**config.mk**
```make
export PLATFORM = sky130hd
export DESIGN_NAME = exec_unit
export DESIGN_NICKNAME = d
export VERILOG_FILES = /design/src/cpu_pkg.sv /design/src/exec_unit.sv
export VERILOG_INCLUDE_DIRS = /design/src /design/src/src
export SDC_FILE = /design/constraint.sdc
export NUM_CORES = 1
export LEC_CHECK = 0
export BUFFER_PORTS_ARGS = -buffer_cell sky130_fd_sc_hd__buf_2
export CAP_MARGIN = 20
export CELL_PAD_IN_SITES_DETAIL_PLACEMENT = 1
export CELL_PAD_IN_SITES_GLOBAL_PLACEMENT = 1
export CORE_MARGIN = 2
export CORE_UTILIZATION = 35
export CTS_CLUSTER_SIZE = 25
export DETAILED_ROUTE_END_ITERATION = 12
export PLACE_DENSITY_LB_ADDON = 0.1
export SYNTH_ARGS = -nofsm -noshare
export SYNTH_HDL_FRONTEND = slang
export SYNTH_SLANG_ARGS = --single-unit
```
**constraint.sdc**
```tcl
create_clock -name clk -period 3.7 [get_ports clk]
set_input_delay 0.555 -clock clk [delete_from_list [all_inputs] [get_ports clk]]
set_output_delay 0.555 -clock clk [all_outputs]
set_load 0.01 [all_outputs]
```
**src/cpu_params.svh**
```systemverilog
/*
 * Global sizes for the 16-bit multi-cycle core.
 * Both local memories are 256 words, so PC bits above 8 only wrap the fetch index.
 * External data word n lives at CPU_DATA_BASE + 2n.
 */
`ifndef CPU_PARAMS_SVH
`define CPU_PARAMS_SVH

// Datapath
`define CPU_XLEN        16              // Register and data width
`define CPU_REG_CNT     16              // Architectural registers

// Local memories, in 16-bit words
`define CPU_IMEM_DEPTH  256
`define CPU_DMEM_DEPTH  256

// External write-through bus
`define CPU_AXI_ADDR_W  32
`define CPU_DATA_BASE   32'h0000_1000   // Byte address of data word 0

`endif

```
**src/cpu_pkg.sv**
```systemverilog
/*
 * Shared types of the core.
 * Opcodes 6 and 7 have no name and retire as no-ops.
 * Struct widths follow the sizes in cpu_params.svh.
 */
`default_nettype none
`include "cpu_params.svh"

package cpu_pkg;

    typedef enum logic [2:0] {
        op_arith   = 3'd0,  // add / sub by func
        op_slt_mul = 3'd1,  // slt / mult by func
        op_load    = 3'd2,
        op_store   = 3'd3,
        op_beq     = 3'd4,
        op_jump    = 3'd5
    } opcode_e;

    // Field view of an instruction word
    typedef struct packed {
        opcode_e    opcode;  // [15:13]
        logic [3:0] rs;      // [12:9]
        logic [3:0] rt;      // [8:5]
        logic [3:0] rd;      // [4:1], upper part of imm
        logic       func;    // [0]
    } inst_t;

    typedef logic signed [`CPU_XLEN-1:0] word_t;

    // Program port entry
    typedef struct packed {
        logic       is_dmem;  // 1 data memory, 0 instruction memory
        logic [7:0] idx;      // Word index
        word_t      data;
    } prog_wr_t;

    typedef struct packed {
        word_t       value;    // ALU / slt / product
        logic [7:0]  idx;      // Data word index
        logic        taken;    // Branch taken or jump
        logic [11:0] next_pc;
        word_t       st_data;  // Store payload
    } exec_res_t;

    typedef struct packed {
        logic [`CPU_AXI_ADDR_W-1:0] addr;  // Byte address
        word_t                      data;
    } mem_wr_t;

    typedef struct packed {
        logic [11:0] pc;
        logic        we;
        logic [3:0]  rd;
        word_t       value;
    } retire_t;

endpackage

`default_nettype wire

```
**src/exec_unit.sv**
```systemverilog
/*
 * Execute stage, result registered on ex_en.
 * Product is valid one cycle later than the other results.
 * pc input is the already stepped PC, i.e. instruction PC + 2.
 */
`timescale 1ns/1ps
`default_nettype none

module exec_unit (
    input  logic               clk,
    input  logic               rst_n,
    input  logic               ex_en,
    input  cpu_pkg::inst_t     inst,
    input  logic [11:0]        pc,
    input  cpu_pkg::word_t     rs_val,
    input  cpu_pkg::word_t     rt_val,
    output cpu_pkg::exec_res_t res
);
    import cpu_pkg::*;

    exec_res_t   res_d, res_q;
    logic [15:0] pp_lo;     // a * b[7:0]
    logic [7:0]  pp_hi;     // a[7:0] * b[15:8]
    word_t       mul_q;
    logic        is_mul;

    assign is_mul = (inst.opcode == op_slt_mul) && inst.func;

    always_comb begin
        logic signed [4:0] imm;
        word_t             addr;
        logic [11:0]       br_target;
        imm       = $signed({inst.rd, inst.func});
        addr      = rs_val + word_t'(imm);                    // Sign extended offset
        br_target = pc + {{6{imm[4]}}, imm, 1'b0};            // PC + 2 + 2*imm
        res_d         = '0;
        res_d.idx     = addr[7:0];
        res_d.st_data = rt_val;
        res_d.next_pc = pc;                                   // Fall through
        case (inst.opcode)
            op_arith:   res_d.value = inst.func ? rs_val - rt_val : rs_val + rt_val;
            op_slt_mul: res_d.value = (rs_val < rt_val) ? word_t'(1) : word_t'(0);
            op_beq: begin
                if (rs_val == rt_val) begin
                    res_d.taken   = 1'b1;
                    res_d.next_pc = br_target;
                end
            end
            op_jump: begin
                res_d.taken   = 1'b1;
                res_d.next_pc = {inst.rs[2:0], inst.rt, inst.rd, inst.func};
            end
            default: ;                                        // Load, store, no-op
        endcase
    end

    always_ff @(posedge clk or negedge rst_n) begin
        if (!rst_n)
            res_q <= '0;
        else if (ex_en)
            res_q <= res_d;
    end

    // ########################################
    // Two-stage multiplier
    // Low 16 bits are the same for signed and unsigned operands
    always_ff @(posedge clk) begin
        if (ex_en) begin
            pp_lo <= rs_val[15:0] * {8'h00, rt_val[7:0]};     // Stage 1
            pp_hi <= rs_val[7:0] * rt_val[15:8];
        end
        mul_q <= pp_lo + {pp_hi, 8'h00};                      // Stage 2
    end

    always_comb begin
        res = res_q;
        if (is_mul)
            res.value = mul_q;  // Product replaces slt slot
    end

endmodule

`default_nettype wire

```
==> key figures, run 1 <==
Floorplan
  • Die width: 172 um
  • Die area: 0.0297 mm2
  • Initial Utilization: 35.6%
  • Total core area: 0.0279 mm2
  • Die Span Y: 172 um
  • I/O Pins: 116
  • Cell Rows: 61

Setup path
  • CP startpoint: rs_val[3]
  • Worst-path fanout max: 4
  • Startpoint Class: primary input
  • Worst Setup Path Type: in2reg
  • Crit. End Element: flop
  • Reg2reg start: pp_lo[9]
  • Reg2Reg Depth: 7
  • Required @ worst endpoint: 3.83 ns
  • Crit path DAT: 4.39 ns

Yosys
  • Top FF cell, synth: dfrtp_1
  • Top-count cell post-synth: inv_1
  • Seq/Total Area, Yosys: 23.9%
  • Post-synth EDFFs: 24
  • Syn nets: 1312
  • Synth Cell Area: 0.00991 mm2
  • Largest family of logic cells by synthesized area: adder cells
  • Synth warn: 0
  • Mux contribution to synthesized area: 4.85%
  • Register bit total from synthesis: 93
  • Cell taking the most area after synthesis: fa_1
  • Cells after Synth: 1074
  • Post-synth top area share: 15.6%
  • Synth Area in Compound Gates: 12.9%
  • Syn Area/Cell: 9.22 um2
  • Synth top area cells: fa_1, dfrtp_1, ha_1, edfxtp_1, inv_1
  • Simple-gate share of the synthesized area: 14.3%
  • Xor and xnor area share after synthesis: 6.10%
  • Async S/R FF share, synth: 57.0%
  • Synth Area in Adders: 27.9%
  • Synth unique cells: 70
  • Commonest cells post-synth: inv_1, ha_1, nor2_1, fa_1, nand2_1

Layout
  • FF/Latch Area: 0.00237 mm2
  • Synthesis-to-finish area growth: 24.4%
  • Final core occ: 44.2%
  • Multi-input logic area: 0.00686 mm2
  • Share of cells above drive strength 1: 30.0%
  • Fill cell count: 3228
  • Nets: 1492

Global routing
  • Total Routing Usage GR: 22.3%
  • Grt total ovfl: 0
  • Vias in the first global route: 8657
  • Largest net degree at the start of global routing: 52
  • Initial antenna violation count: 0
  • First-pass GRT wire length: 49600 um

Drt
  • Metal-1 WL: 14800 um
  • Routed met2 length: 15400 um
  • Met3 wire len: 785 um
  • DR pass1 iterations: 4
  • 1st-iter DRT viols: 227
  • Via count: 8057
  • Highest routed layer: met4
  • Antenna-violating nets left: 0
  • Number of vias per cell: 4.92
  • DRC: 0
  • Avg WL per Cell: 19.3 um
  • Total Wirelength: 31600 um

STA
  • Minimum clock period: 4.26 ns
  • Final Slew Violations: 0
  • Worst-Margin Slew: 1.09 ns
  • # setup viols final: 6
  • Clock skew: 0.0106 ns
  • Final WS setup: -0.560 ns
  • Relative slew slack: 26.8%
  • Setup Total Neg Slack: -1.94 ns
  • RSZ-0062 raised after global routing: true
  • Final worst-path cycle share: 115%
  • Fin. Hold Viols: 0
  • Fmax: 235 MHz

CTS
  • CTS tree: built
  • Clk sinks: 93
  • Hold buffer count at CTS: 0
  • Cts bufs inserted: 9
  • Clock latency on the worst-skew pair: 0.37 ns
  • Clock transition at path regs: 0.08 ns
  • Root Driver: clkbuf_16
  • Max Buffers Root-to-Sink: 2
  • Htree depth: 3

Job
  • Max-cap violations: 0

Power
  • Pwr per Cell Area: 486 mW/mm2
  • Leakage: 5.81 nW
  • Total power: 5.98 mW
  • Peak supply drop: 291 uV

Run status
  • Failing checks: negative setup slack
  • Outcome: finished with violations

Hold path
  • Worst Hold Class: in2async

Placed design
  • Detailed placement HPWL: 26400 um
  • Global placer's final weighted congestion: 0.856
  • Port Buffer Count: 114
area by class of cell:
type	count	share of cell area (%)
Antenna cell	1	0.0203
Tap cell	378	3.84
Multi-Input combinational cell	757	55.7
Clock buffer	10	1.86
Timing Repair Buffer	249	14.4
Clock inverter	6	0.558
Sequential cell	93	19.2
Inverter	144	4.41
what timing repair did:
item / 4_1_cts / 5_1_grt
hold endpoints to repair: 0 / 0
setup endpoints to repair: 9 / 9
resized for setup: 75 / 31
pin swaps: 44 / 20
buffers inserted: 7 / 3
cloned: 0 / 0
sequential cells by signal (all words and copies together) (netlist names):
signal,cells
res,37
pp_hi,8
mul_q,16
res_q,16
pp_lo,16
placed cells by master (no fill, tap or decap), drive strengths merged, types with 5 or more instances in the layout:
cell	instances
o31ai	6
nor2	78
dfxtp	16
mux2	40
nand2b	10
o21ai	27
inv	147
fa	77
a21o	16
nand2	70
a211oi	8
and2	67
nand3	8
a22o	10
a221oi	5
xnor2	59
a31oi	6
or4	5
ha	98
edfxtp	24
xor2	10
dfrtp	53
buf	249
a21oi	46
clkbuf	10
nor2b	11
o21bai	5
o21a	12
nor3	19
routing by layer:
metal	vias up	global-route usage (%)
met3	26	2.36
li1	3901	-
met4	0	5.74
met1	4012	30.2
met2	118	38.1
met5	-	0
power by group:
part	switching, mW	internal, mW
combinational	1.77	1.74
clock	0.465	0.532
sequential	0.0871	1.39
total	2.32	3.66
path summary, 6_finish.rpt:
path / to / slack (ns)
hold reg to reg: mul_q[2] / 0.34
min in group clk: mul_q[2] / 0.34
max in group asynchronous: res[7] / 2.56
setup / recovery: pp_lo[15] / -0.56
hold / removal: res_q[49] / 0.32
setup reg to reg: mul_q[15] / 1.58
logic make-up after synthesis:
group	after synthesis
DFF	93
and+or+nand+nor	286
buffers and inverters	224
AOI/OAI and AO/OA	184
muxes	43
adders and majority gates	175
xor gates and xnor gates	69
worst max-delay path, stage by stage:
cell      delay [ns]
buf_12          0.11
buf_6           0.12
and2_4          0.13
fa_2            0.36
fa_1            0.48
inv_1           0.05
fa_1            0.45
fa_1            0.51
inv_2           0.05
ha_4            0.23
o21a_1          0.17
o31a_1          0.14
o221ai_4        0.19
a21oi_2         0.09
or4_1           0.47
a31oi_1         0.18
xnor2_1         0.09
stage by stage:
step / setup slack, ns / cells / hold slack, ns / cell area (um2)
after detailed placement: -1.12 / 1613 / 0.328 / 11500
final: -0.560 / 1638 / 0.318 / 12300
after floorplan: -0.821 / 1074 / 0.259 / 10100
after CTS: -0.608 / 1635 / 0.344 / 12200
after global placement: -1.07 / 1613 / 0.324 / 11500
after global routing: -0.672 / 1637 / 0.357 / 12300
Note: power is estimated with default switching activity, not from simulation.
==> run 2, diff against run 1 <==
- CORE_UTILIZATION: 35 -> 50
- CTS_CLUSTER_SIZE: 25 -> default
==> run 2 against run 1 <==
  * The run still ends with negative setup slack left
  * Critical path depth shrank 2
  * Total power increased by 7.7%
  * Design area decreased by 1.2%
  * Sequential power barely moved
  * Fmax is 2.6% lower
  * Largest cell class unchanged
  * Highest routed layer unchanged
==> key figures, run 2 (same netlist as run 1, synthesis figures left out) <==
Run status
  • Outcome: finished with violations
  • Failing checks: negative setup slack

Power
  • Pwr per Cell Area: 530 mW/mm2
  • Peak supply drop: 467 uV
  • Leakage: 5.80 nW
  • Total power: 6.44 mW

Drt
  • Antenna-violating nets left: 0
  • 1st-iter DRT viols: 514
  • DR pass1 iterations: 5
  • Total Wirelength: 35700 um
  • Avg WL per Cell: 23.5 um
  • Via count: 8705
  • DRC: 0
  • Number of vias per cell: 5.73

Job
  • Max-cap violations: 0

Floorplan
  • Die Span Y: 145 um
  • Die width: 145 um
  • Die area: 0.0210 mm2
  • Cell Rows: 51
  • I/O Pins: 116
  • Total core area: 0.0195 mm2
  • Initial Utilization: 50.9%

Setup path
  • Worst Setup Path Type: in2reg
  • Crit path DAT: 4.51 ns
  • Startpoint Class: primary input
  • CP max stage cell: fa_1
  • Max stage delay on crit path: 0.55 ns
  • Crit. End Element: flop
  • Most used cell, CP: fa_1
  • Required @ worst endpoint: 3.84 ns
  • Cell breakdown of the critical path: buf_2 > buf_4 > and2_1 > fa_1 > fa_1 > fa_1 > inv_1 > fa_1 > inv_1 > ha_4 > o221ai_4 > a21oi_2 > or4_4 > a31oi_4 > xnor2_1
  • Worst-path fanout max: 9

Placed design
  • Placement Setup Slack: -1.23 ns
  • Detailed placement HPWL: 25800 um
  • Placed cells: 1490
  • Global placer's final weighted congestion: 0.956
  • Port Buffer Count: 114

STA
  • Final WS setup: -0.671 ns
  • Relative slew slack: 26.5%
  • Fin. Hold Viols: 0
  • Final worst-path cycle share: 118%
  • Minimum clock period: 4.37 ns
  • Setup Total Neg Slack: -3.73 ns
  • # setup viols final: 9
  • Clock skew: 0.0103 ns
  • Worst-Margin Slew: 1.09 ns
  • RSZ-0062 raised after global routing: true
  • Fmax: 229 MHz
  • Final Slew Violations: 0

Global routing
  • Grt total ovfl: 0
  • Vias in the first global route: 9364
  • Met1 GRT Util: 41.3%
  • Met2 Use GR: 58.8%
  • Grt peak-use layer: met2
  • First-pass GRT wire length: 52800 um
  • Largest net degree at the start of global routing: 65
  • Met3 Usage GRT: 5.36%
  • Initial antenna violation count: 1
  • Total Routing Usage GR: 34.1%

CTS
  • Htree depth: 3
  • Clock latency on the worst-skew pair: 0.38 ns
  • CTS tree: built
  • Max Buffers Root-to-Sink: 2
  • Clk sinks: 93
  • Root Driver: clkbuf_16
  • Clock transition at path regs: 0.08 ns
  • Cts bufs inserted: 9

Layout
  • Number of flip-flops in the largest register: 37
  • Commonest non-fill, non-tap cell in the layout: inv_1
  • Commonest cells after routing, fill and taps aside: inv_1, buf_4, buf_2
  • Share of cells above drive strength 1: 30.6%
  • Post-Layout Cell Count: 1519
  • Nets: 1486
  • Final core occ: 62.5%
  • Synthesis-to-finish area growth: 22.8%

Hold path
  • Worst Hold Class: in2async
-- run 2: critical path: cells and delay by family --
family	cells	cell delay, ns
XOR/XNOR	1	0.08
buffers and inverters	4	0.51
AO/OA/AOI/OAI	3	0.35
adder cells (fa/ha/maj)	5	2.40
AND/OR/NAND/NOR	2	0.62
-- run 2: cell type report --
type                    instances  area (um2)
multi-input cells             757        6910
repair buffers                243        1710
diodes                          1        2.50
flip-flops and latches         93        2370
clock inverters                 7        83.8
inverters                     144         543
fillers                      2231        7290
clock buffers                   9         225
well taps                     265         332
-- run 2: power by group --
part           internal [mW]  total [mW]  switching [mW]
Sequential              1.39        1.48          0.0910
Combinational           1.85        3.95            2.10
Clock                  0.488        1.01           0.525
Total                   3.72        6.44            2.72
-- run 2: per-layer routing --
layer	share of wire [%]	vias up
met5	0	-
met4	5.6	0
met3	4.5	108
met2	50	317
met1	40	4400
li1	-	3880
-- run 2: repair_timing --
action | CTS | global route
setup buffers | 15 | 2
resized for setup | 89 | 24
pin swaps | 32 | 14
setup endpoints to repair | 10 | 10
hold buffers | 0 | 0
-- run 2: final timing paths --
| path | endpoint | from | depth (start not counted) | slack [ns] |
|---|---|---|---|---|
| max reg2reg | mul_q[15] | pp_lo[9] | 7 | 1.52 |
| max | pp_lo[15] | rs_val[6] | 15 | -0.67 |
| min in group clk | mul_q[3] | pp_lo[3] | 0 | 0.35 |
| min reg2reg | mul_q[3] | pp_lo[3] | 0 | 0.35 |
| min | res_q[39] | rst_n | 1 | 0.29 |
| max in group asynchronous | res[5] | rst_n | 2 | 2.70 |
-- run 2: per-stage QoR --
| stage | area, um2 | hold WS, ns |
|---|---|---|
| after CTS | 12100 | 0.317 |
| after floorplan | 10100 | 0.259 |
| final | 12200 | 0.286 |
| after global placement | 11300 | 0.325 |
| after global routing | 12200 | 0.332 |
| after detailed placement | 11300 | 0.329 |
==> run 3, diff against run 2 <==
- CORE_UTILIZATION: 50 -> 42
- clock period: 3.7 -> 3.9 ns (I/O delays scaled with it)
==> run 3 against run 2 <==
  * The flow still finishes with violations (negative setup slack)
  * Sequential cell count unchanged
  * First-iteration DRC count down 21%
  * Critical path depth did not move
  * Worst setup slack better by 0.27 ns
  * Total power shrank 10%
  * Register-to-register slack better by 0.20 ns
==> key figures, run 3 (same netlist as run 1, synthesis figures left out) <==
Setup path
  • Most used cell, CP: fa_1
  • Max stage delay on crit path: 0.53 ns
  • Crit. End Element: flop
  • Cell breakdown of the critical path: buf_8 > clkinvlp_4 > nor2_4 > fa_1 > fa_1 > fa_1 > inv_2 > fa_1 > inv_2 > ha_4 > or2_4 > or3_4 > a41o_1 > o41ai_2 > xnor2_1
  • CP max stage cell: fa_1
  • Worst Setup Path Type: in2reg
  • Worst-path fanout max: 6
  • Crit path DAT: 4.43 ns
  • Startpoint Class: primary input
  • Required @ worst endpoint: 4.03 ns

Drt
  • Avg WL per Cell: 20.2 um
  • Total Wirelength: 31500 um
  • 1st-iter DRT viols: 404
  • Via count: 8185
  • Antenna-violating nets left: 0
  • DRC: 0
  • Number of vias per cell: 5.23
  • DR pass1 iterations: 5

Floorplan
  • Die area: 0.0248 mm2
  • Die Span Y: 158 um
  • Total core area: 0.0233 mm2
  • Initial Utilization: 42.5%
  • Cell Rows: 56
  • I/O Pins: 116
  • Die width: 158 um

Layout
  • Share of cells above drive strength 1: 28.3%
  • Nets: 1478
  • Commonest non-fill, non-tap cell in the layout: inv_1
  • Commonest cells after routing, fill and taps aside: inv_1, buf_4, buf_2
  • Synthesis-to-finish area growth: 21.4%
  • Fill cell count: 2749
  • Multi-input logic area: 0.00677 mm2
  • FF/Latch Area: 0.00237 mm2
  • Number of flip-flops in the largest register: 37
  • Final core occ: 51.5%

STA
  • Minimum clock period: 4.30 ns
  • RSZ-0062 raised after global routing: true
  • Clock skew: 0.0103 ns
  • Final worst-path cycle share: 110%
  • Final Slew Violations: 0
  • Relative slew slack: 22.4%
  • # setup viols final: 6
  • Worst-Margin Slew: 1.15 ns
  • Final WS setup: -0.401 ns
  • Fmax: 233 MHz
  • Fin. Hold Viols: 0

Power
  • Flop pwr share: 24.2%
  • Total power: 5.77 mW
  • Internal power: 3.44 mW
  • Pwr per Cell Area: 480 mW/mm2
  • Clk pwr share: 16.6%
  • Leakage: 5.73 nW
  • Combinational share of power: 59.2%
  • Peak supply drop: 305 uV
  • Sw Ratio: 40.3%
  • Total net switching power: 2.33 mW

CTS
  • Cts bufs inserted: 9
  • Hold buffer count at CTS: 0
  • Clk sinks: 93
  • Clock latency on the worst-skew pair: 0.37 ns
  • CTS tree: built
  • Max Buffers Root-to-Sink: 2
  • Clock transition at path regs: 0.09 ns
  • Root Driver: clkbuf_16
  • Htree depth: 3

Global routing
  • Total Routing Usage GR: 25.7%
  • Grt total ovfl: 0
  • Largest net degree at the start of global routing: 58
  • First-pass GRT wire length: 47800 um
  • Vias in the first global route: 8312
  • Initial antenna violation count: 2

Placed design
  • Global placer's final weighted congestion: 0.962
  • Detailed placement HPWL: 25400 um
  • Port Buffer Count: 114

Run status
  • Failing checks: negative setup slack
  • Outcome: finished with violations

Job
  • Max-cap violations: 0

Hold path
  • Worst Hold Class: in2async
[run 3: cell count changes in the layout (fill, tap and decap cells not counted), sizes merged]
cell      change
buf           -8
clkinvlp      +1
inv           -1
[run 3: power by group through the flow]
| stage | clock (mW) | sequential (mW) | combinational (mW) |
|---|---|---|---|
| finish | 0.961 | 1.40 | 3.42 |
| global route | 1.01 | 1.43 | 3.77 |
| CTS | 0.984 | 1.40 | 3.27 |
| detailed placement | 0 | 1.42 | 3.12 |
| global placement | 0 | 1.41 | 3.03 |
| floorplan | 0 | 1.39 | 2.01 |
[run 3: worst paths after layout]
kind / from / to / slack (ns) / cells past startpoint
setup / recovery: rs_val[1] / pp_lo[14] / -0.40 / 15
hold / removal: rst_n / res_q[42] / 0.31 / 1
setup reg to reg: pp_lo[9] / mul_q[15] / 1.72 / 7
hold reg to reg: pp_lo[4] / mul_q[4] / 0.33 / 0
max in group asynchronous: rst_n / res[7] / 2.75 / 2
min in group clk: pp_lo[4] / mul_q[4] / 0.33 / 0
[run 3: worst max-delay path: cells and delay by family]
kind / cells / cell delay [ns]
buffers and inverters: 4 / 0.33
and+or+nand+nor: 3 / 0.77
xor gates and xnor gates: 1 / 0.11
AOI/OAI and AO/OA: 2 / 0.54
adders and majority gates: 5 / 2.08
[run 3: per-stage QoR]
| stage | cell area, um2 | setup slack (ns) | setup TNS, ns | instances | hold WS, ns |
|---|---|---|---|---|---|
| global placement | 11400 | -0.875 | -5.29 | 1538 | 0.325 |
| floorplan | 10100 | -0.651 | -2.18 | 1074 | 0.289 |
| detailed placement | 11400 | -0.986 | -6.01 | 1538 | 0.329 |
| global route | 12000 | -0.522 | -2.43 | 1565 | 0.342 |
| finish | 12000 | -0.401 | -1.67 | 1565 | 0.309 |
| CTS | 11900 | -0.407 | -1.43 | 1559 | 0.337 |
[run 3: final cells by class]
cell class | instances | area share, %
diodes | 1 | 0.0208
well taps | 319 | 3.32
clock buffers | 9 | 1.87
clock inverters | 7 | 0.697
flip-flops and latches | 93 | 19.7
multi-input cells | 757 | 56.3
inverters | 144 | 4.53
repair buffers | 235 | 13.6
[run 3: what timing repair did]
| action | 4_1_cts | 5_1_grt |
|---|---|---|
| setup buffers | 6 | 6 |
| pin swaps | 21 | 18 |
| endpoints found under the setup margin | 7 | 9 |
| gates resized for setup | 52 | 33 |
| cloned | 0 | 0 |
[run 3: layer usage]
layer / vias to the layer above / wire [um] / track usage [%]
met2: 160 / 15800 / 44.1
met5: - / 0 / 0
li1: 3859 / - / -
met4: 0 / 561 / 6.10
met1: 4141 / 14500 / 35.2
met3: 25 / 747 / 2.52
