### src/cpu_params.svh
/*
 * Global sizes for the 16-bit multi-cycle core.
 * Both local memories are 256 words, so PC bits above 8 only wrap the fetch index.
 * External data word n lives at CPU_DATA_BASE + 2n.
 */
`ifndef CPU_PARAMS_SVH
`define CPU_PARAMS_SVH

// Datapath
`define CPU_XLEN        16              // Register and data width
`define CPU_REG_CNT     16              // Architectural registers

// Local memories, in 16-bit words
`define CPU_IMEM_DEPTH  256
`define CPU_DMEM_DEPTH  256

// External write-through bus
`define CPU_AXI_ADDR_W  32
`define CPU_DATA_BASE   32'h0000_1000   // Byte address of data word 0

`endif

### src/cpu_pkg.sv
/*
 * Shared types of the core.
 * Opcodes 6 and 7 have no name and retire as no-ops.
 * Struct widths follow the sizes in cpu_params.svh.
 */
`default_nettype none
`include "cpu_params.svh"

package cpu_pkg;

    typedef enum logic [2:0] {
        op_arith   = 3'd0,  // add / sub by func
        op_slt_mul = 3'd1,  // slt / mult by func
        op_load    = 3'd2,
        op_store   = 3'd3,
        op_beq     = 3'd4,
        op_jump    = 3'd5
    } opcode_e;

    // Field view of an instruction word
    typedef struct packed {
        opcode_e    opcode;  // [15:13]
        logic [3:0] rs;      // [12:9]
        logic [3:0] rt;      // [8:5]
        logic [3:0] rd;      // [4:1], upper part of imm
        logic       func;    // [0]
    } inst_t;

    typedef logic signed [`CPU_XLEN-1:0] word_t;

    // Program port entry
    typedef struct packed {
        logic       is_dmem;  // 1 data memory, 0 instruction memory
        logic [7:0] idx;      // Word index
        word_t      data;
    } prog_wr_t;

    typedef struct packed {
        word_t       value;    // ALU / slt / product
        logic [7:0]  idx;      // Data word index
        logic        taken;    // Branch taken or jump
        logic [11:0] next_pc;
        word_t       st_data;  // Store payload
    } exec_res_t;

    typedef struct packed {
        logic [`CPU_AXI_ADDR_W-1:0] addr;  // Byte address
        word_t                      data;
    } mem_wr_t;

    typedef struct packed {
        logic [11:0] pc;
        logic        we;
        logic [3:0]  rd;
        word_t       value;
    } retire_t;

endpackage

`default_nettype wire

### src/reg_file.sv
/*
 * Sixteen signed registers, all cleared by reset.
 * Both read ports register on rd_en, one write port.
 */
`timescale 1ns/1ps
`default_nettype none
`include "cpu_params.svh"

module reg_file (
    input  logic            clk,
    input  logic            rst_n,
    input  logic            rd_en,
    input  logic [3:0]      rs_idx,
    input  logic [3:0]      rt_idx,
    output cpu_pkg::word_t  rs_val,
    output cpu_pkg::word_t  rt_val,
    input  logic            wr_en,
    input  logic [3:0]      wr_idx,
    input  cpu_pkg::word_t  wr_val
);
    import cpu_pkg::*;

    word_t regs [`CPU_REG_CNT];

    always_ff @(posedge clk or negedge rst_n) begin
        if (!rst_n) begin
            for (int i = 0; i < `CPU_REG_CNT; i++)
                regs[i] <= '0;
        end else if (wr_en) begin
            regs[wr_idx] <= wr_val;
        end
    end

    // Operand latch for execute
    always_ff @(posedge clk) begin
        if (rd_en) begin
            rs_val <= regs[rs_idx];
            rt_val <= regs[rt_idx];
        end
    end

endmodule

`default_nettype wire

### config.mk
export PLATFORM = sky130hd
export DESIGN_NAME = reg_file
export DESIGN_NICKNAME = d
export VERILOG_FILES = /design/src/cpu_pkg.sv /design/src/reg_file.sv
export VERILOG_INCLUDE_DIRS = /design/src /design/src/src
export SDC_FILE = /design/constraint.sdc
export NUM_CORES = 1
export LEC_CHECK = 0
export BUFFER_PORTS_ARGS = -buffer_cell sky130_fd_sc_hd__buf_2
export CAP_MARGIN = 10
export CELL_PAD_IN_SITES_DETAIL_PLACEMENT = 0
export CELL_PAD_IN_SITES_GLOBAL_PLACEMENT = 2
export CORE_UTILIZATION = 42
export DETAILED_ROUTE_END_ITERATION = 8
export GPL_TIMING_DRIVEN = 0
export HOLD_SLACK_MARGIN = 0.15
export PLACE_DENSITY = 0.83
export SYNTH_ARGS = -nofsm -noshare
export SYNTH_HDL_FRONTEND = slang
export SYNTH_SLANG_ARGS = --single-unit
export TNS_END_PERCENT = 20
### constraint.sdc
create_clock -name clk -period 1.2 [get_ports clk]
set_input_delay 0.12 -clock clk [delete_from_list [all_inputs] [get_ports clk]]
set_output_delay 0.12 -clock clk [all_outputs]
set_load 0.005 [all_outputs]
==> summary.txt, run 1 <==
Route
  – Drt pass-1 iters: 5
  – DRT antenna net count: 0
  – DR vias/cell: just under 6
  – Post-Route WL: 37900 um
  – DR vias: between 8000 and 9000
  – Initial DRC Count: 516
  – Wire per inst: between 20 and 30 um
  – # DRC: 0

Pwr
  – Cell Pwr Density: approximately 1700 nW/um2
  – Worst VDD drop: approximately 0.76 mV
  – Static Leak: roughly 7.1 nW

Worst setup path
  – Critical Path Sink Type: register
  – Startpoint types: register
  – Max Fanout on Critical Path: 3
  – R2r endpoint: rs_val[8]$_DFFE_PP_
  – CP required: 1.46 ns
  – Reg-to-reg slack, setup: -0.34 ns
  – Worst setup path startpoint: regs[8]$_DFFE_PN0P_
  – CP arrival: between 1.5 and 2 ns
  – Kind of critical path: reg2reg
  – Worst R2R Path Depth: 3
  – R2R Path Start: regs[8]$_DFFE_PN0P_

Clock network
  – Post-CTS Hold Buffers: 16
  – Root buf cell: clkbuf_16
  – TritonCTS clock tree: yes
  – Num CTS Buffers: 34
  – Clock slew at reported path FFs: about 0.06 ns
  – Max Root-Sink Buffers: 3
  – Sink Count: around 290
  – H-tree depth: 2
  – Worst skew pair latency: ~0.52 ns

Synthesis
  – Cell Area, Synth: 14400 um2
  – Mapped Cells: between 800 and 900
  – Post-synthesis adder-cell area fraction: 0%
  – Net count after synthesis: a little over 900
  – Post-synthesis simple-gate area fraction: approximately 2.6%
  – Yosys cell types: 25
  – FF+latch count, synth: about 290
  – Synth Area in Compound Gates: 3.33%
  – Sequential-to-total area share from yosys stat: between 50% and 60%
  – Yosys Warn Count: 0
  – Xor/xnor cell area share of the yosys netlist: 0%
  – Mux contribution to synthesized area: between 40% and 50%
  – Avg Inst Size Synth: 16.4 um2
  – Largest family of logic cells by synthesized area: multiplexers

STA
  – RSZ-0062 raised after global routing: true
  – Final setup violation count: 44
  – Period utilization: 128%
  – Hold Slack: -0.446 ns
  – Worst setup margin: -0.338 ns
  – Fmax: between 600 and 700 MHz
  – Fin. max-slew vios: 0
  – Layout Skew: roughly 0.0094 ns
  – Fin crit period: about 1.5 ns
  – Final hold vios: between 70 and 80
  – Max_slew headroom: roughly 37%
  – Tightest Pin Transition: about 0.94 ns

Floorplan
  – Die W: 187 um
  – FP Rows: 67
  – Die H: between 150 and 200 um
  – DIE AREA: around 35000 um2
  – Core area: about 34000 um2
  – Initial Util: between 40% and 50%
  – # IOs: between 60 and 70

Cells and area
  – Area of the multi-input gates: 7000 um2
  – Antenna fix cells: 0
  – Fillers: about 2900
  – Fraction of layout cells with a size suffix above 1: between 60% and 70%
  – Final instance area: 17200 um2
  – FF+latch area: about 7400 um2
  – Fin nets: 1032
  – Layout area overhead: 19.4%

Global route
  – GRT met1 Usage: ~33%
  – Vias in the first global route: between 9000 and 10000
  – Antenna violations before repair: 0
  – Total grt overflow: 0
  – First-pass GRT wire length: 58900 um
  – GRT Total Usage: between 20% and 30%
  – Met3 usage in global routing: 4.15%
  – Pin count of the biggest net entering global routing: about 100
  – GRT busiest layer: met2
  – Met2 usage: between 30% and 40%

Placed design
  – Placer Congestion: about 0.8
  – Hpwl dp: roughly 26000 um
  – Placement Cell Area: 15600 um2
  – Port Buffer Count: between 50 and 60
  – Dpl ws: -1.01 ns

Run status
  – Failing checks: negative hold slack, negative setup slack
  – Outcome: finished with violations

Run
  – Max-Cap Viols: 0

Worst hold path
  – Hold crit path type: in2async
cells by family (layout without fill, tap and decap cells):
group / Yosys count / count (layout)
buffers and inverters: 80 / 221
flip-flops: 288 / 288
AO/OA/AOI/OAI: 64 / 64
AND/OR/NAND/NOR: 65 / 65
multiplexers: 384 / 384
final cells by class:
| type | count | share of cell area, % |
|---|---|---|
| Sequential cell | 288 | 42.7 |
| Buffer | 80 | 3.96 |
| Tap cell | 448 | 3.25 |
| Clock buffer | 56 | 6.00 |
| Multi-Input combinational cell | 513 | 40.6 |
| Clock inverter | 2 | 0.0798 |
| Timing Repair Buffer | 83 | 3.37 |
critical path, stage by stage (launching register included):
cell     delay [ns]
dfrtp_1        0.39
mux4_2         0.51
a22oi_2        0.30
nand2_1        0.09
worst max-delay path by stage:
| stage | endpoint | cells past startpoint |
|---|---|---|
| 2_1_floorplan | regs[245]$_DFFE_PN0P_ | 5 |
| 3_3_place_gp | regs[232]$_DFFE_PN0P_ | 1 |
| 3_5_place_dp | rt_val[5]$_DFFE_PP_ | 5 |
| 4_1_cts | rt_val[5]$_DFFE_PP_ | 3 |
| 5_1_grt | rs_val[8]$_DFFE_PP_ | 3 |
| 6_report | rs_val[8]$_DFFE_PP_ | 3 |
layout by cell type, fill, tap and decap left out, types with 3 or more instances in the layout:
master,n
nor2_4,6
buf_8,10
clkbuf_4,4
a22oi_2,44
dfrtp_1,256
buf_2,58
buf_1,3
edfxtp_1,32
clkbuf_1,34
nand2_2,5
dlygate4sd3_1,16
clkbuf_8,8
buf_6,11
a22oi_1,20
mux4_2,128
clkbuf_2,14
clkbuf_16,35
buf_12,9
mux2_4,18
nor3_4,6
mux2_2,238
nand2_1,28
buf_4,15
nor2b_1,4
routing by layer:
layer / vias to the layer above / part of all wire, % / wire length [um]
li1: 3697 / - / -
met1: 4677 / 46 / 17300
met2: 258 / 46 / 17500
met4: 0 / 2.0 / 748
met5: - / 0 / 0
met3: 52 / 5.9 / 2250
synth_stat cells, drive strengths merged:
master	number	area [um2]
a22oi	64	480
and2	2	12.5
buf	41	261
clkbuf	39	146
dfrtp	256	6410
edfxtp	32	961
mux2	256	2920
mux4	128	2880
nand2	34	128
nand2b	3	33.8
nand3	2	10.0
nand3b	2	15.0
nor2	8	40.0
nor2b	4	25.0
nor3	6	60.1
nor4	1	21.3
or3	2	12.5
or4	1	11.3
power by group:
group	leakage, nW	internal (mW)	switching [mW]
combinational	3.08	4.09	2.52
sequential	3.46	12.2	1.43
clock	0.513	5.86	4.00
sequential cells by signal (all words and copies together), names as in the netlist:
signal and flops:
regs 256, rs_val 16, rt_val 16
stage by stage:
step	hold WS [ns]	power (mW)	setup TNS, ns	util (%)	cells
2_1_floorplan	-0.176	17.9	-34.00	-	881
3_3_place_gp	0.449	19.6	-1371.94	46.0	1386
3_5_place_dp	0.126	19.9	-175.01	46.2	1388
4_1_cts	-0.415	30.1	-9.60	50.7	1466
5_1_grt	-0.398	31.4	-10.97	51.1	1470
6_report	-0.446	30.1	-9.31	51.1	1470
repair_timing:
| action | in CTS | in global routing |
|---|---|---|
| pin swaps | 16 | 10 |
| hold endpoints to repair | 284 | 95 |
| endpoints found under the setup margin | 144 | 116 |
| buffers inserted | 4 | 4 |
| cloned | 0 | 0 |
| resized for setup | 63 | 33 |
Power figures use the tool's default switching activity.
==> run 2, diff against run 1 <==
Settings changed: ABC_AREA set to 1, ABC_CLOCK_PERIOD_IN_PS set to 1200, CORE_UTILIZATION 42 to 32.
==> run 2 against run 1 <==
The flow still finishes with violations (negative hold slack, negative setup slack). Flip-flop and latch count is the same. Critical path depth up 3. Global-route usage is 13 points higher. Sequential power is 4% lower. Count of clock-buffer cells in the layout decreased by 9. Critical path type unchanged. Critical endpoint is now rs_val[7]$_DFFE_PP_. Largest cell class is now multi-input gates.
==> summary.txt, run 2 <==
Run status
  – Outcome: finished with violations
  – Failing checks: negative hold slack, negative setup slack

Cells and area
  – Final instance area: 20200 um2 (+17%)
  – Fin cells: 3109 (+110%)
  – Max reg flops: 256 (unchanged)
  – Most frequent cells in the layout: nand2_1, dfrtp_1, nand3_1
  – Top Registers: regs: 256 flops, rs_val: 16 flops, rt_val: 16 flops
  – Fin nets: 2448 (+140%)
  – Most flops, register: regs
  – Layout area overhead: 27.5%
  – Most common cell after layout, fill and taps aside: nand2_1
  – Fraction of layout cells with a size suffix above 1: 25.2% (-35 points)

Route
  – Wire per inst: 28.9 um (+12%)
  – # DRC: 0 (unchanged)
  – DRT antenna net count: 0 (unchanged)
  – DR vias: 17105 (+97%)
  – Post-Route WL: 89800 um (+140%)
  – Drt pass-1 iters: 6 (+1)
  – DR vias/cell: 5.50 (-6.9%)
  – Initial DRC Count: 2126 (+310%)

STA
  – Hold Slack: -0.422 ns (+0.0239 ns)
  – Period utilization: 113% (-16 points)
  – Fmax: 740 MHz (+14%)
  – Final setup violation count: 34 (-23%)
  – Layout Skew: 0.0217 ns (+0.0123 ns)
  – Worst setup margin: -0.151 ns (+0.187 ns)
  – RSZ-0062 raised after global routing: true
  – Fin. max-slew vios: 0 (unchanged)
  – Final hold vios: 86 (+21%)
  – Tightest Pin Transition: 1.20 ns (+0.259 ns)
  – Max_slew headroom: 19.8% (-17 points)
  – Fin crit period: 1.35 ns (-0.187 ns)

Pwr
  – Worst VDD drop: 0.806 mV (+5.8%)
  – Switching power: 12.4 mW (+56%)
  – Combinational share of power: 27.9% (+5.9 points)
  – Power share of the clock group: 33.2% (+0.4 points)
  – Cell Pwr Density: 1650 nW/um2 (-5.4%)
  – Seq pwr share: 38.9% (-6.3 points)
  – Switching Fraction: 37.3% (+11 points)
  – Static Leak: 9.89 nW (+40%)
  – Cell Int Power: 20.9 mW (-5.4%)
  – Total power: 33.3 mW (+11%)

Synthesis
  – Yosys top cell area share: 40.4% (-4.0 points)
  – Avg Inst Size Synth: 6.99 um2 (-57%)
  – Synth area leader: dfrtp_1
  – Synth Flop Type: dfrtp_1
  – Mapped Cells: 2268 (+160%)
  – Cell Area, Synth: 15900 um2 (+9.9%)
  – Top-count cell post-synth: nand2_1
  – Ranking of synthesized cells by area: dfrtp_1, nand2_1, nand3_1
  – Synth top cells by count: nand2_1, nand3_1, inv_1
  – Net count after synthesis: 2300 (+150%)
  – EDFF count, synth: 32 (unchanged)
  – Yosys Warn Count: 0 (unchanged)
  – Asr flop ratio synth: 88.9% (unchanged)
  – Sequential-to-total area share from yosys stat: 46.4% (-4.6 points)
  – FF+latch count, synth: 288 (unchanged)
  – Yosys cell types: 18 (-28%)

Placed design
  – Placement Cell Area: 17100 um2 (+9.4%)
  – Placer Congestion: 1.00 (+23%)
  – Post-Place Cells: 2993 (+120%)
  – Hpwl dp: 63700 um (+150%)
  – Port Buffer Count: 59 (+3.5%)

Run
  – Max-Cap Viols: 0 (unchanged)

Clock network
  – Clock slew at reported path FFs: 0.06 ns (about the same)
  – Num CTS Buffers: 35 (+2.9%)
  – Root buf cell: clkbuf_16
  – Sink Count: 288 (unchanged)
  – Max Root-Sink Buffers: 3 (unchanged)
  – TritonCTS clock tree: yes
  – H-tree depth: 2 (unchanged)
  – Worst skew pair latency: 0.58 ns (+0.06 ns)

Global route
  – Pin count of the biggest net entering global routing: 102 (+0.99%)
  – First-pass GRT wire length: 124000 um (+110%)
  – Antenna violations before repair: 3 (+3)
  – Total grt overflow: 0 (unchanged)
  – Vias in the first global route: 15927 (+74%)
  – GRT Total Usage: 35.8% (+13 points)

Worst hold path
  – Hold crit path type: in2async

Worst setup path
  – Startpoint types: register
  – Kind of critical path: reg2reg
  – Critical Path Sink Type: register
  – CP required: 1.52 ns (+0.06 ns)
  – CP arrival: 1.67 ns (-0.13 ns)
  – Max Fanout on Critical Path: 2 (-1)

Floorplan
  – Initial Util: 32.4% (-10 points)
  – Core area: 49000 um2 (+45%)
  – DIE AREA: 50500 um2 (+44%)
  – FP Rows: 81 (+21%)
  – Die H: 225 um (+20%)
  – Die W: 225 um (+20%)
  – # IOs: 64 (unchanged)
[run 2: worst max-delay path: stages, from the launching register on]
cell and delay (ns):
dfrtp_1 0.39, inv_2 0.07, nand2_1 0.05, nand3_1 0.18, nand3_1 0.16, nand3_4 0.18
nand2_1 0.07
[run 2: cell families (layout without fill, tap and decap cells)]
logic type	Yosys count	after routing	share of synthesized area, %
buffers and inverters	450	625	11.4
and+or+nand+nor	1274	1274	34.1
DFF	288	288	46.4
other	0	2	0
AOI/OAI and AO/OA	256	256	8.08
[run 2: power by group through the flow]
stage	logic [mW]	registers [mW]	clock network (mW)
after floorplan	4.52	12.7	0
after global placement	7.77	12.9	0
after detailed placement	7.85	12.9	0
after CTS	8.68	12.9	11.2
after global routing	10.0	13.2	11.6
final	9.31	13.0	11.1
[run 2: final timing paths]
check / from / to / cells after the start / slack [ns]
worst max-delay path: regs[183]$_DFFE_PN0P_ / rs_val[7]$_DFFE_PP_ / 6 / -0.15
worst max register to register: regs[183]$_DFFE_PN0P_ / rs_val[7]$_DFFE_PP_ / 6 / -0.15
worst min-delay path: rst_n / regs[165]$_DFFE_PN0P_ / 1 / -0.42
max in group asynchronous: rst_n / regs[120]$_DFFE_PN0P_ / 2 / 0.58
min in group clk: wr_idx[2] / regs[47]$_DFFE_PN0P_ / 5 / 0.11
worst min register to register: regs[82]$_DFFE_PN0P_ / regs[82]$_DFFE_PN0P_ / 2 / 0.48
[run 2: metrics by stage]
stage               util, %  hold WS (ns)  setup WS, ns  setup TNS, ns
finish                 41.3        -0.422        -0.151          -2.29
CTS                    40.3        -0.389        -0.164          -1.74
floorplan                 -        -0.176        0.0397              0
global route           41.3        -0.358        -0.158          -3.19
detailed placement     34.8         0.208         -1.17        -153.12
global placement       34.7         0.409         -5.03       -1424.78
[run 2: cell type report]
class	instances	area (um2)
Fill cell	5114	28700
Multi-Input combinational cell	1530	8070
Sequential cell	288	7370
Inverter	284	1080
Clock buffer	47	971
Buffer	166	860
Timing Repair Buffer	111	857
Tap cell	664	831
Clock inverter	17	184
Antenna cell	2	5.00
[run 2: what timing repair did]
item | CTS | global route
endpoints found under the hold margin | 210 | 88
resized for setup | 342 | 127
hold buffers | 42 | 2
buffers inserted | 4 | 2
pin swaps | 90 | 33
endpoints found under the setup margin | 104 | 89
[run 2: metal layers]
metal	wire length (um)	track usage, %
met5	0	0
met4	5070	18.5
met3	9940	8.40
met2	35700	49.4
met1	39000	51.6
==> run 3, diff against run 2 <==
Settings changed: BUFFER_PORTS_ARGS -buffer_cell sky130_fd_sc_hd__buf_2 to unset, CORE_UTILIZATION 32 to 33, DONT_BUFFER_PORTS set to 1, HOLD_SLACK_MARGIN 0.15 to 0.06, PLACE_DENSITY 0.83 to unset, PLACE_DENSITY_LB_ADDON set to 0.1.
==> run 3 against run 2 <==
The flow still finishes with violations (negative hold slack, negative setup slack). Die area down 3.0%. Wire length down 0.46%. Clock skew down 0.0049 ns. Non-clock buffer count down 53. Global-route usage up 0.62 points. Largest cell class unchanged. Maximum frequency down 1.4%. Flip-flop and latch count unchanged. Power up 0.11%. Count of clock-buffer cells in the layout up 4. Worst hold slack worse by 0.33 ns. Critical path depth down 1.
==> summary.txt, run 3 (synthesis gave the netlist of run 2 again) <==
Run status
  – Outcome: finished with violations
  – Failing checks: negative hold slack, negative setup slack

Route
  – DR vias/cell: 5.55 (+0.94%)
  – DR vias: 16650 (-2.7%)
  – # DRC: 0 (unchanged)
  – DRT antenna net count: 0 (unchanged)
  – Post-Route WL: 89400 um (-0.46%)
  – Initial DRC Count: 2112 (-0.66%)
  – Wire per inst: 29.8 um (+3.2%)
  – Drt pass-1 iters: 5 (-1)

Cells and area
  – FF+latch area: 7370 um2 (unchanged)
  – Fillers: 4952 (-3.2%)
  – Fraction of layout cells with a size suffix above 1: 24.6% (-0.60 points)
  – Fin cells: 2998 (-3.6%)
  – Most flops, register: regs
  – Fin nets: 2396 (-2.1%)
  – Top Registers: regs: 256 flops, rs_val: 16 flops, rt_val: 16 flops
  – Most frequent cells in the layout: nand2_1, dfrtp_1, o21ai_0
  – Max reg flops: 256 (unchanged)
  – Finished Core Util: 42.9% (+1.6 points)
  – Layout area overhead: 26.9%
  – Area of the multi-input gates: 8290 um2 (+2.8%)
  – Most common cell after layout, fill and taps aside: nand2_1

STA
  – Worst setup margin: -0.170 ns (-0.0197 ns)
  – Fin crit period: 1.37 ns (+0.0197 ns)
  – Final hold vios: 267 (+210%)
  – Final setup violation count: 52 (+53%)
  – RSZ-0062 raised after global routing: true
  – Tightest Pin Transition: 1.36 ns (+0.155 ns)
  – Max_slew headroom: 9.50% (-10 points)
  – Setup_tns: -3.75 ns (-1.46 ns)
  – Hold Slack: -0.757 ns (-0.335 ns)
  – Fin. max-slew vios: 0 (unchanged)
  – Period utilization: 114% (+1.6 points)
  – Fmax: 730 MHz (-1.4%)
  – Layout Skew: 0.0168 ns (-0.00488 ns)

Global route
  – First-pass GRT wire length: 123000 um (-0.90%)
  – Met2 usage: 50.8% (+1.5 points)
  – Antenna violations before repair: 4 (+1)
  – Met3 usage in global routing: 8.56% (+0.16 points)
  – GRT busiest layer: met1
  – GRT Total Usage: 36.4% (+0.62 points)
  – Total grt overflow: 0 (unchanged)
  – Vias in the first global route: 15330 (-3.7%)
  – GRT met1 Usage: 53.3% (+1.7 points)
  – Pin count of the biggest net entering global routing: 257 (+150%)

Pwr
  – Static Leak: 9.70 nW (-1.9%)
  – Worst VDD drop: 1.15 mV (+42%)
  – Cell Pwr Density: 1660 nW/um2 (+0.53%)

Worst hold path
  – Hold crit path type: in2async

Worst setup path
  – CP arrival: 1.65 ns (-0.02 ns)
  – Startpoint types: primary input
  – Worst R2R Path Depth: 6 (unchanged)
  – Reg-to-reg slack, setup: -0.16 ns (about the same)
  – R2r endpoint: rs_val[15]$_DFFE_PP_
  – CP Capture Point: rs_val[15]$_DFFE_PP_
  – Critical Path Sink Type: register
  – Critical Path Slowest Stage Cell: clkbuf_1
  – R2R Path Start: regs[111]$_DFFE_PN0P_
  – Crit path largest cell delay: 0.68 ns (+0.29 ns)
  – CP cell instances: clkbuf_1 > clkbuf_1 > nand3_1 > nand3_2 > nand2_2
  – Worst setup path startpoint: rs_idx[2]
  – CP most frequent cell: clkbuf_1
  – Kind of critical path: in2reg
  – Max Fanout on Critical Path: 10 (+8)
  – CP required: 1.48 ns (-0.04 ns)

Floorplan
  – FP Rows: 79 (-2.5%)
  – Initial Util: 33.8% (+1.4 points)
  – # IOs: 64 (unchanged)
  – Die H: 221 um (-1.5%)
  – Core area: 47000 um2 (-4.1%)
  – DIE AREA: 48900 um2 (-3.0%)
  – Die W: 221 um (-1.5%)

Clock network
  – Num CTS Buffers: 36 (+2.9%)
  – TritonCTS clock tree: yes
  – Clock slew at reported path FFs: 0.06 ns (about the same)
  – Max Root-Sink Buffers: 3 (unchanged)
  – H-tree depth: 2 (unchanged)
  – Root buf cell: clkbuf_16
  – Worst skew pair latency: 0.57 ns (about the same)
  – Sink Count: 288 (unchanged)

Placed design
  – Post-Place Cells: 2877 (-3.9%)
  – Placer Congestion: 0.957 (-4.2%)
  – Port Buffer Count: 0 (-100%)
  – Dpl ws: -0.986 ns (+0.183 ns)
  – Hpwl dp: 65300 um (+2.6%)

Run
  – Max-Cap Viols: 0 (unchanged)
run 3: changes by cell type in the layout (fill, tap and decap cells not counted), sizes merged:
| cell | change |
|---|---|
| buf | -59 |
| dlymetal6s4s | -1 |
| clkdlybuf4s18 | -1 |
| clkinv | -2 |
| dlygate4sd3 | +2 |
| inv | -1 |
| clkdlybuf4s15 | +3 |
| clkinvlp | -2 |
| clkbuf | +7 |
run 3: what timing repair did:
| action | 4_1_cts | 5_1_grt |
|---|---|---|
| hold endpoints to repair | 415 | 296 |
| buffers inserted | 3 | 5 |
| endpoints found under the setup margin | 32 | 153 |
| pin swaps | 58 | 101 |
| hold buffers | 46 | 1 |
| resized for setup | 283 | 217 |
run 3: critical path: cells and delay by family:
family,cells,cell delay (ns)
buffers and inverters,2,1.03
AND/OR/NAND/NOR,3,0.50
run 3: how the worst min path moves through the flow:
stage | from | endpoint | slack (ns) | depth (start not counted)
final | rst_n | regs[104]$_DFFE_PN0P_ | -0.76 | 0
after floorplan | rst_n | regs[0]$_DFFE_PN0P_ | -0.18 | 0
after CTS | rst_n | regs[56]$_DFFE_PN0P_ | -0.78 | 0
after global placement | rst_n | regs[39]$_DFFE_PN0P_ | -0.17 | 0
after global routing | rst_n | regs[40]$_DFFE_PN0P_ | -0.76 | 0
after detailed placement | rst_n | regs[40]$_DFFE_PN0P_ | -0.17 | 0
run 3: routing by layer:
layer  up-vias  part of all wire [%]
met5         -                 0.015
met4         2                   4.8
met3       155                   9.7
met2       860                    40
met1      8259                    45
li1       7374                     -
run 3: area by class of cell:
class / instances / share of cell area [%]
sequential: 288 / 36.6
tap: 607 / 3.77
inverter: 284 / 5.34
timing repair buffer: 58 / 2.98
antenna: 2 / 0.0249
buffer: 166 / 4.16
clock inverter: 12 / 0.746
clock buffer: 51 / 5.21
multi-input combinational: 1530 / 41.2
run 3: stage by stage:
stage / area (um2) / power, mW
floorplan: 15900 / 17.2
CTS: 19200 / 32.6
finish: 20100 / 33.4
global route: 20100 / 34.8
global placement: 16600 / 20.2
detailed placement: 16600 / 20.4
run 3: report_power, final:
group | internal [mW] | leakage [nW] | switching [mW]
sequential | 11.9 | 3.52 | 1.12
combinational | 2.63 | 5.59 | 6.50
clock | 6.74 | 0.594 | 4.53
